<file path="config.mk">
export PLATFORM = sky130hd
export DESIGN_NAME = dnc_write_interface
export DESIGN_NICKNAME = d
export VERILOG_FILES = /design/src/verilog/dnc_write_pkg.sv /design/src/verilog/dnc_write_interface.sv /design/src/verilog/dnc_write_gates.sv /design/src/verilog/dnc_write_strength.sv /design/src/verilog/dnc_erase_vector.sv /design/src/verilog/dnc_write_key.sv /design/src/verilog/dnc_sigmoid_pwl.sv
export SDC_FILE = /design/constraint.sdc
export NUM_CORES = 2
export LEC_CHECK = 0
export BUFFER_PORTS_ARGS = -buffer_cell sky130_fd_sc_hd__buf_2
export CORE_ASPECT_RATIO = 2
export CORE_UTILIZATION = 50
export DETAILED_ROUTE_END_ITERATION = 10
export GPL_TIMING_DRIVEN = 0
export PLACE_DENSITY_LB_ADDON = 0.12
export SLEW_MARGIN = 25
export SYNTH_ARGS = -nofsm -noshare
export SYNTH_HDL_FRONTEND = slang
export SYNTH_HIERARCHICAL = 1
export SYNTH_SLANG_ARGS = --single-unit
export TNS_END_PERCENT = 10
</file>
<file path="constraint.sdc">
create_clock -name CLK -period 16.5 [get_ports CLK]
set_clock_uncertainty 0.2 [all_clocks]
set_input_delay 3.3 -clock CLK [delete_from_list [all_inputs] [get_ports CLK]]
set_output_delay 3.3 -clock CLK [all_outputs]
set_load 0.01 [all_outputs]
</file>
<file path="src/verilog/dnc_write_pkg.sv">
//////////////////////////////
// DNC write interface package
// Q16.16 widths and constants, stream
// and gate structs, loop FSM states
//////////////////////////////

package dnc_write_pkg;

  //////////////////////////////
  // Fixed-point format
  //////////////////////////////

  // Full data word
  localparam int DATA_SIZE = 32;
  // Fraction bits of Q16.16
  localparam int FRAC_SIZE = 16;

  //////////////////////////////
  // Types
  //////////////////////////////

  // One signed Q16.16 value
  typedef logic signed [DATA_SIZE-1:0] dnc_fx_t;

  // Element count W
  typedef logic [DATA_SIZE-1:0] dnc_size_t;

  // Constants in Q16.16
  localparam dnc_fx_t FX_ONE  = dnc_fx_t'(1) <<< FRAC_SIZE;
  localparam dnc_fx_t FX_HALF = dnc_fx_t'(1) <<< (FRAC_SIZE - 1);

  // Element stream, enable strobe plus data word
  typedef struct packed {
    logic    enable;
    dnc_fx_t data;
  } dnc_stream_t;

  // Allocation gate and write gate
  typedef struct packed {
    dnc_fx_t alloc;
    dnc_fx_t write;
  } dnc_gates_t;

  // Counting FSM for key and erase streams
  typedef enum logic {
    STARTER_STATE = 1'b0,
    ENDER_STATE   = 1'b1
  } dnc_loop_state_t;

endpackage
</file>
<file path="src/verilog/dnc_write_interface.sv">
//////////////////////////////
// DNC write interface decoder
// Key, erase, write strength and
// gates from controller outputs
//////////////////////////////

`timescale 1ns/100ps

module dnc_write_interface (
  input  logic                       CLK,
  input  logic                       RST,
  // Controller side
  input  logic                       START,
  input  dnc_write_pkg::dnc_size_t   SIZE_W_IN,
  input  dnc_write_pkg::dnc_stream_t K_IN,
  input  dnc_write_pkg::dnc_stream_t E_IN,
  input  dnc_write_pkg::dnc_fx_t     BETA_IN,
  input  dnc_write_pkg::dnc_gates_t  GATES_IN,
  // Memory side
  output dnc_write_pkg::dnc_stream_t K_OUT,
  output logic                       K_READY,
  output dnc_write_pkg::dnc_stream_t E_OUT,
  output logic                       E_READY,
  output dnc_write_pkg::dnc_fx_t     BETA_OUT,
  output logic                       BETA_READY,
  output dnc_write_pkg::dnc_gates_t  GATES_OUT,
  output logic                       GATES_READY
);

  // Write key stream
  dnc_write_key u_write_key (
    .CLK       (CLK),
    .RST       (RST),
    .START     (START),
    .READY     (K_READY),
    .SIZE_W_IN (SIZE_W_IN),
    .K_IN      (K_IN),
    .K_OUT     (K_OUT)
  );

  // Erase vector stream
  dnc_erase_vector u_erase_vector (
    .CLK       (CLK),
    .RST       (RST),
    .START     (START),
    .READY     (E_READY),
    .SIZE_W_IN (SIZE_W_IN),
    .E_IN      (E_IN),
    .E_OUT     (E_OUT)
  );

  // Write strength, two cycles
  dnc_write_strength u_write_strength (
    .CLK      (CLK),
    .RST      (RST),
    .START    (START),
    .BETA_IN  (BETA_IN),
    .READY    (BETA_READY),
    .BETA_OUT (BETA_OUT)
  );

  // Allocation and write gates, one cycle
  dnc_write_gates u_write_gates (
    .CLK       (CLK),
    .RST       (RST),
    .START     (START),
    .GATES_IN  (GATES_IN),
    .READY     (GATES_READY),
    .GATES_OUT (GATES_OUT)
  );

endmodule

</file>
<file path="src/verilog/dnc_write_gates.sv">
//////////////////////////////
// DNC write gates
// Hard sigmoid of allocation and
// write gate scalars, registered
//////////////////////////////

`timescale 1ns/100ps

module dnc_write_gates (
  input  logic                      CLK,
  input  logic                      RST,
  input  logic                      START,
  input  dnc_write_pkg::dnc_gates_t GATES_IN,
  output logic                      READY,
  output dnc_write_pkg::dnc_gates_t GATES_OUT
);

  //////////////////////////////
  // Signals
  //////////////////////////////

  // Both gates, squashed
  dnc_write_pkg::dnc_gates_t gates_sig;

  //////////////////////////////
  // Sigmoids
  //////////////////////////////

  // g^a(t) = sigmoid(g^a^(t))
  dnc_sigmoid_pwl u_alloc_sigmoid (
    .X (GATES_IN.alloc),
    .Y (gates_sig.alloc)
  );

  // g^w(t) = sigmoid(g^w^(t))
  dnc_sigmoid_pwl u_write_sigmoid (
    .X (GATES_IN.write),
    .Y (gates_sig.write)
  );

  //////////////////////////////
  // Output register
  //////////////////////////////

  always_ff @(posedge CLK or posedge RST) begin
    if (RST) begin
      READY     <= 1'b0;
      GATES_OUT <= '0;
    end
    else begin
      // One-cycle pulse after START
      READY <= START;
      // Capture only on START, hold otherwise
      if (START) begin
        GATES_OUT <= gates_sig;
      end
    end
  end

endmodule

</file>
<file path="src/verilog/dnc_write_strength.sv">
//////////////////////////////
// DNC write strength
// beta = 1.0 + softplus(x), two-stage
// piecewise pipeline
//////////////////////////////

`timescale 1ns/100ps

module dnc_write_strength (
  input  logic                   CLK,
  input  logic                   RST,
  input  logic                   START,
  input  dnc_write_pkg::dnc_fx_t BETA_IN,
  output logic                   READY,
  output dnc_write_pkg::dnc_fx_t BETA_OUT
);

  //////////////////////////////
  // Signals
  //////////////////////////////

  // Stage 1, region flags and x + 1
  logic                   s1_valid;
  logic                   s1_low;
  logic                   s1_high;
  dnc_write_pkg::dnc_fx_t s1_xp1;

  // Stage 2 arithmetic, (x+1)^2 in Q32.32
  logic signed [2*dnc_write_pkg::DATA_SIZE-1:0] xp1_square;
  dnc_write_pkg::dnc_fx_t                       beta_next;

  //////////////////////////////
  // Stage 1
  //////////////////////////////

  always_ff @(posedge CLK or posedge RST) begin
    if (RST) begin
      s1_valid <= 1'b0;
    end
    else begin
      s1_valid <= START;
    end
  end

  // Payload, qualified by s1_valid
  always_ff @(posedge CLK) begin
    s1_low  <= (BETA_IN <= -dnc_write_pkg::FX_ONE);
    s1_high <= (BETA_IN >= dnc_write_pkg::FX_ONE);
    s1_xp1  <= BETA_IN + dnc_write_pkg::FX_ONE;
  end

  //////////////////////////////
  // Stage 2
  //////////////////////////////

  assign xp1_square = s1_xp1 * s1_xp1;

  always_comb begin
    // Low region, h = 0
    if (s1_low) begin
      beta_next = dnc_write_pkg::FX_ONE;
    end
    // High region, 1 + x is already in s1_xp1
    else if (s1_high) begin
      beta_next = s1_xp1;
    end
    // Quadratic blend, /4 and Q32.32 to Q16.16 in one shift
    else begin
      beta_next = dnc_write_pkg::FX_ONE +
                  dnc_write_pkg::dnc_fx_t'(xp1_square >>> (dnc_write_pkg::FRAC_SIZE + 2));
    end
  end

  always_ff @(posedge CLK or posedge RST) begin
    if (RST) begin
      READY    <= 1'b0;
      BETA_OUT <= '0;
    end
    else begin
      READY <= s1_valid;
      // Hold last beta between updates
      if (s1_valid) begin
        BETA_OUT <= beta_next;
      end
    end
  end

  //////////////////////////////
  // Assertions
  //////////////////////////////

  // oneplus never drops below 1.0
  a_beta_floor: assert property (
    @(posedge CLK) disable iff (RST) READY |-> (BETA_OUT >= dnc_write_pkg::FX_ONE)
  );

endmodule

</file>
<file path="src/verilog/dnc_erase_vector.sv">
//////////////////////////////
// DNC erase vector
// Streams W elements through a
// hard sigmoid, READY on the last
//////////////////////////////

`timescale 1ns/100ps

module dnc_erase_vector (
  input  logic                       CLK,
  input  logic                       RST,
  // Control
  input  logic                       START,
  output logic                       READY,
  // Data
  input  dnc_write_pkg::dnc_size_t   SIZE_W_IN,
  input  dnc_write_pkg::dnc_stream_t E_IN,
  output dnc_write_pkg::dnc_stream_t E_OUT
);

  //////////////////////////////
  // Signals
  //////////////////////////////

  // Counting FSM
  dnc_write_pkg::dnc_loop_state_t erase_fsm;

  // Element index, 0 to W-1
  dnc_write_pkg::dnc_size_t index_loop;

  // Sigmoid of the current input element
  dnc_write_pkg::dnc_fx_t e_sig;

  //////////////////////////////
  // Sigmoid
  //////////////////////////////

  dnc_sigmoid_pwl u_erase_sigmoid (
    .X (E_IN.data),
    .Y (e_sig)
  );

  //////////////////////////////
  // Body
  //////////////////////////////

  // e(t) = sigmoid(e^(t)), element by element
  always_ff @(posedge CLK or posedge RST) begin
    if (RST) begin
      erase_fsm  <= dnc_write_pkg::STARTER_STATE;
      index_loop <= '0;
      READY      <= 1'b0;
      E_OUT      <= '0;
    end
    else begin
      READY        <= 1'b0;
      E_OUT.enable <= 1'b0;
      case (erase_fsm)
        dnc_write_pkg::STARTER_STATE: begin
          if (START) begin
            index_loop <= '0;
            erase_fsm  <= dnc_write_pkg::ENDER_STATE;
          end
        end
        dnc_write_pkg::ENDER_STATE: begin
          if (E_IN.enable) begin
            // Register the squashed element
            E_OUT.data   <= e_sig;
            E_OUT.enable <= 1'b1;
            if (index_loop == (SIZE_W_IN - 32'd1)) begin
              READY      <= 1'b1;
              index_loop <= '0;
              erase_fsm  <= dnc_write_pkg::STARTER_STATE;
            end
            else begin
              index_loop <= index_loop + 32'd1;
            end
          end
        end
        default: begin
          erase_fsm <= dnc_write_pkg::STARTER_STATE;
        end
      endcase
    end
  end

  //////////////////////////////
  // Assertions
  //////////////////////////////

  // Erase weights stay in [0, 1.0]
  a_erase_range: assert property (
    @(posedge CLK) disable iff (RST)
      E_OUT.enable |-> (E_OUT.data >= 0 && E_OUT.data <= dnc_write_pkg::FX_ONE)
  );

endmodule

</file>
<file path="src/verilog/dnc_write_key.sv">
//////////////////////////////
// DNC write key
// Streams W key elements through,
// READY with the last element
//////////////////////////////

`timescale 1ns/100ps

module dnc_write_key (
  input  logic                       CLK,
  input  logic                       RST,
  // Control
  input  logic                       START,
  output logic                       READY,
  // Data
  input  dnc_write_pkg::dnc_size_t   SIZE_W_IN,
  input  dnc_write_pkg::dnc_stream_t K_IN,
  output dnc_write_pkg::dnc_stream_t K_OUT
);

  //////////////////////////////
  // Signals
  //////////////////////////////

  // Counting FSM
  dnc_write_pkg::dnc_loop_state_t key_fsm;

  // Element index, 0 to W-1
  dnc_write_pkg::dnc_size_t index_loop;

  //////////////////////////////
  // Body
  //////////////////////////////

  // k(t) = k^(t), one element per input strobe
  always_ff @(posedge CLK or posedge RST) begin
    if (RST) begin
      key_fsm    <= dnc_write_pkg::STARTER_STATE;
      index_loop <= '0;
      READY      <= 1'b0;
      K_OUT      <= '0;
    end
    else begin
      // Strobes are single-cycle by default
      READY        <= 1'b0;
      K_OUT.enable <= 1'b0;
      case (key_fsm)
        dnc_write_pkg::STARTER_STATE: begin
          // Wait for START, stray enables dropped
          if (START) begin
            index_loop <= '0;
            key_fsm    <= dnc_write_pkg::ENDER_STATE;
          end
        end
        dnc_write_pkg::ENDER_STATE: begin
          if (K_IN.enable) begin
            // Register element
            K_OUT.data   <= K_IN.data;
            K_OUT.enable <= 1'b1;
            // Last element closes the vector
            if (index_loop == (SIZE_W_IN - 32'd1)) begin
              READY      <= 1'b1;
              index_loop <= '0;
              key_fsm    <= dnc_write_pkg::STARTER_STATE;
            end
            else begin
              index_loop <= index_loop + 32'd1;
            end
          end
        end
        default: begin
          key_fsm <= dnc_write_pkg::STARTER_STATE;
        end
      endcase
    end
  end

  //////////////////////////////
  // Assertions
  //////////////////////////////

  // Every output element is backed by an input strobe one cycle before
  a_key_enable_source: assert property (
    @(posedge CLK) disable iff (RST) K_OUT.enable |-> $past(K_IN.enable)
  );

endmodule

</file>
<file path="src/verilog/dnc_sigmoid_pwl.sv">
//////////////////////////////
// Hard sigmoid evaluator
// y = clamp(x/4 + 0.5, 0, 1.0)
//////////////////////////////

`timescale 1ns/100ps

module dnc_sigmoid_pwl (
  input  dnc_write_pkg::dnc_fx_t X,
  output dnc_write_pkg::dnc_fx_t Y
);

  //////////////////////////////
  // Signals
  //////////////////////////////

  // Slope 0.25 as arithmetic shift
  dnc_write_pkg::dnc_fx_t x_quarter;
  // Unclamped line
  dnc_write_pkg::dnc_fx_t line_sum;

  //////////////////////////////
  // Body
  //////////////////////////////

  // Shift keeps sign, so no overflow on the add
  assign x_quarter = X >>> 2;
  assign line_sum  = x_quarter + dnc_write_pkg::FX_HALF;

  always_comb begin
    // Lower saturation
    if (line_sum < 0) begin
      Y = '0;
    end
    // Upper saturation at 1.0
    else if (line_sum > dnc_write_pkg::FX_ONE) begin
      Y = dnc_write_pkg::FX_ONE;
    end
    // Linear region
    else begin
      Y = line_sum;
    end
  end

endmodule

</file>
==> key figures <==
Outcome
  – Outcome: completed

Placed design
  – Dpl cell area: between 40000 and 50000 µm²
  – RePlAce Congestion: approximately 1.0
  – I/O Buffers: 350
  – Dpl hpwl: 129000 µm

Critical path
  – Worst r2r dst: u_write_strength/BETA_OUT[31]
  – CP max FO: 11
  – Worst r2r src: u_write_strength/s1_xp1[3]
  – R2r setup slk: ~4.3 ns
  – Crit path DAT: 12.50 ns
  – Critical Path Sink Type: flop
  – Cells on worst reg2reg path: 25
  – CP Launch Type: flop
  – CP required: ~17 ns
  – Setup Crit Path Kind: flop to flop

Yosys
  – Mapped cell area: roughly 43000 µm²
  – Xor/xnor share of the synthesized area: 0.0335
  – Adder-cell share of the synthesized area: 0.434
  – Biggest area consumer among synthesized cells: fa_1
  – Largest family of logic cells by synthesized area: adder cells
  – Post-synth ARST share: 0.873
  – Synth Register Bits: ~270
  – Count leader, synth: inv_1
  – Top-area cell type share of the netlist area: 0.381
  – Syn Area/Cell: approximately 9.6 µm²
  – Primary FF master, synth: dfrtp_1
  – Post-Synth Simple-Gate Area: 0.153
  – Register area share after synthesis: 0.153
  – Compound-gate portion of the synthesized area: 0.0662
  – Mux share of post-synthesis cell area: 0.0465
  – Number of library cell types mapped by synthesis: roughly 110
  – Mapped Cells: roughly 4.5k
  – Synth area leaders: fa_1, dfrtp_1, inv_1
  – YS warnings: 6
  – Post-synth EDFFs: 0
  – Most frequent cells after synthesis: inv_1, fa_1, nand2_1, dfrtp_1, and2_1

Timing
  – RSZ-0062 raised after global routing: no
  – Setup-failing EPs final: 0
  – Setup_tns: 0 ns
  – Slew of the pin with the lowest slew margin: around 1.2 ns
  – FMAX: 82.0 MHz
  – Crit path time final: about 12 ns
  – Final period util: 0.739
  – Final hold viol count: 0
  – Fin. max-slew vios: 0
  – Rel. slew slack: 0.190

Drt
  – Metal2 WL: 81900 µm
  – Post-route ant nets: 0
  – Initial DRC Count: about 1.8k
  – Drt drc: 0
  – Highest routed layer: met5
  – WL final: 158000 µm
  – Via/cell ratio: 5.70
  – Routed wire per std cell: roughly 26 µm
  – DRT Pass-1 Iters: 5
  – Met1 wire length: 43800 µm
  – Met3 routed WL: around 12000 µm
  – Detailed-route via count: about 34k

Clock tree
  – Setup Buffers After CTS: 0
  – TritonCTS clock tree: yes
  – Skew-Pair Late Insertion Delay: between 0.6 and 0.7 ns
  – # hold bufs at CTS: 0
  – CTS root buffer: clkbuf_16
  – Clock Sinks: roughly 270
  – H-Tree Depth: 1
  – Post-CTS Resized: 0
  – Max Root-Sink Buffers: 3
  – Clk slew on worst S/H paths: 0.06 ns
  – CTS buffer count: 28

Global routing
  – Total GRT Usage: 0.376
  – First-pass GRT wire length: approximately 230000 µm
  – Initial antenna violation count: 37
  – Largest net degree at the start of global routing: 49
  – Vias in the first global route: roughly 37k
  – Grt ovf: 0

Job
  – Max Cap Viol: 0

Die
  – Core ar.: about 84000 µm²
  – Die height: just over 400 µm
  – Initial Util: 0.504
  – Site row count: 151
  – Die area: around 86000 µm²
  – Die Wd: ~210 µm
  – Ports: 363

Min path
  – Hold Path Origin: u_write_gates/GATES_OUT[24]
  – Hold Path Depth: 1
  – Endpoint, Worst Hold: u_write_gates/GATES_OUT[24]
  – Hold Path Class: flop to flop

Cells and area
  – Final Core Density: 0.557
  – Area Growth Syn to Fin: 10.4%
  – Final instance area: ~47000 µm²
  – Area of the multi-input gates: around 31000 µm²
  – FF/Latch Area: about 6500 µm²
  – # nets final: roughly 6.1k
  – Fillers: about 7.9k
  – Fraction of layout cells with a size suffix above 1: 0.141
## flip-flops by register name (all words and copies together), names as in the netlist
signal and count:
u_write_key/index_loop 32, u_write_key/key_fsm 1, u_write_gates/GATES_OUT 64, u_write_key/READY 1
u_erase_vector/E_OUT 33, u_write_strength/BETA_OUT 32, u_write_strength/READY 1, u_erase_vector/erase_fsm 1
u_write_strength/s1_valid 1, u_erase_vector/index_loop 32, u_write_strength/s1_low 1, u_write_strength/s1_high 1
u_write_gates/READY 1, u_write_key/K_OUT 33, u_write_strength/s1_xp1 32, u_erase_vector/READY 1
## how the worst max path moves through the flow
stage,endpoint,from,slack [ns],cells past startpoint
final,u_write_strength/BETA_OUT[31],u_write_strength/s1_xp1[3],4.30,25
after global routing,u_write_strength/BETA_OUT[31],u_write_strength/s1_xp1[7],4.57,25
after CTS,u_write_strength/BETA_OUT[31],u_write_strength/s1_xp1[3],4.33,25
after detailed placement,u_write_strength/BETA_OUT[31],u_write_strength/s1_xp1[3],4.34,25
after global placement,u_write_strength/BETA_OUT[31],u_write_strength/s1_xp1[3],4.37,25
after floorplan,u_write_strength/BETA_OUT[30],u_write_strength/s1_xp1[31],8.25,27
## placed cells by master, fill, tap and decap left out, types with 56 or more instances in the layout
| cell | netlist | layout |
|---|---|---|
| mux2_4 | 63 | 63 |
| dfrtp_1 | 233 | 233 |
| clkbuf_1 | 153 | 135 |
| xor2_1 | 65 | 65 |
| fa_1 | 810 | 809 |
| nor2_1 | 146 | 146 |
| nand3_1 | 79 | 79 |
| and2_1 | 181 | 181 |
| ha_1 | 180 | 180 |
| buf_2 | 9 | 359 |
| inv_1 | 958 | 954 |
| mux2_2 | 69 | 69 |
| xnor2_1 | 98 | 97 |
| a21oi_1 | 94 | 93 |
| nand2_1 | 455 | 455 |
| nand4_1 | 56 | 56 |
| nor3_1 | 98 | 98 |
## logic make-up after synthesis
family / count (synthesis)
other cells: 3
buf+inv: 1196
fa+ha+maj: 990
mux: 157
compound gates: 408
xor+xnor: 163
simple gates: 1270
flops: 267
## through the flow
step           hold WS [ns]  std cells  setup slack, ns
3_5_place_dp          0.284       5922             4.34
2_1_floorplan         0.243       4496             8.25
3_3_place_gp          0.280       5917             4.37
6_report              0.300       6008             4.30
4_1_cts               0.299       5974             4.33
5_1_grt               0.313       5987             4.57
## critical path: stages (launching register included)
cell	delay, ns
dfxtp_1	0.74
clkbuf_2	0.61
clkbuf_1	0.94
nand2_1	0.29
fa_1	0.58
fa_1	0.64
inv_1	0.09
fa_1	0.50
inv_1	0.07
fa_1	0.57
inv_1	0.06
fa_1	0.48
fa_1	0.58
fa_1	0.43
fa_1	0.68
ha_1	0.38
clkbuf_1	0.36
nand2_1	0.22
o311ai_1	0.85
o211ai_1	0.41
a21oi_2	0.72
a311o_1	0.33
xor2_1	0.76
nand4_1	0.20
xnor2_1	0.25
o21ai_1	0.08
## cell type report
cell class / instances / area share
diodes: 34 / 0.00181
clock buffers: 38 / 0.0174
plain buffers: 236 / 0.0275
flip-flops and latches: 267 / 0.138
inverters: 960 / 0.0768
repair buffers: 355 / 0.0394
well taps: 1071 / 0.0285
multi-input cells: 3033 / 0.667
clock inverters: 14 / 0.00303
## per-layer routing
layer	track usage	vias to the layer above
met4	0.387	30
met2	0.679	1574
li1	-	14700
met3	0.0962	785
met5	0	-
met1	0.321	17100
Power is not shown: default switching activity piles up to over one toggle a cycle in this logic, so the estimate is an artifact.
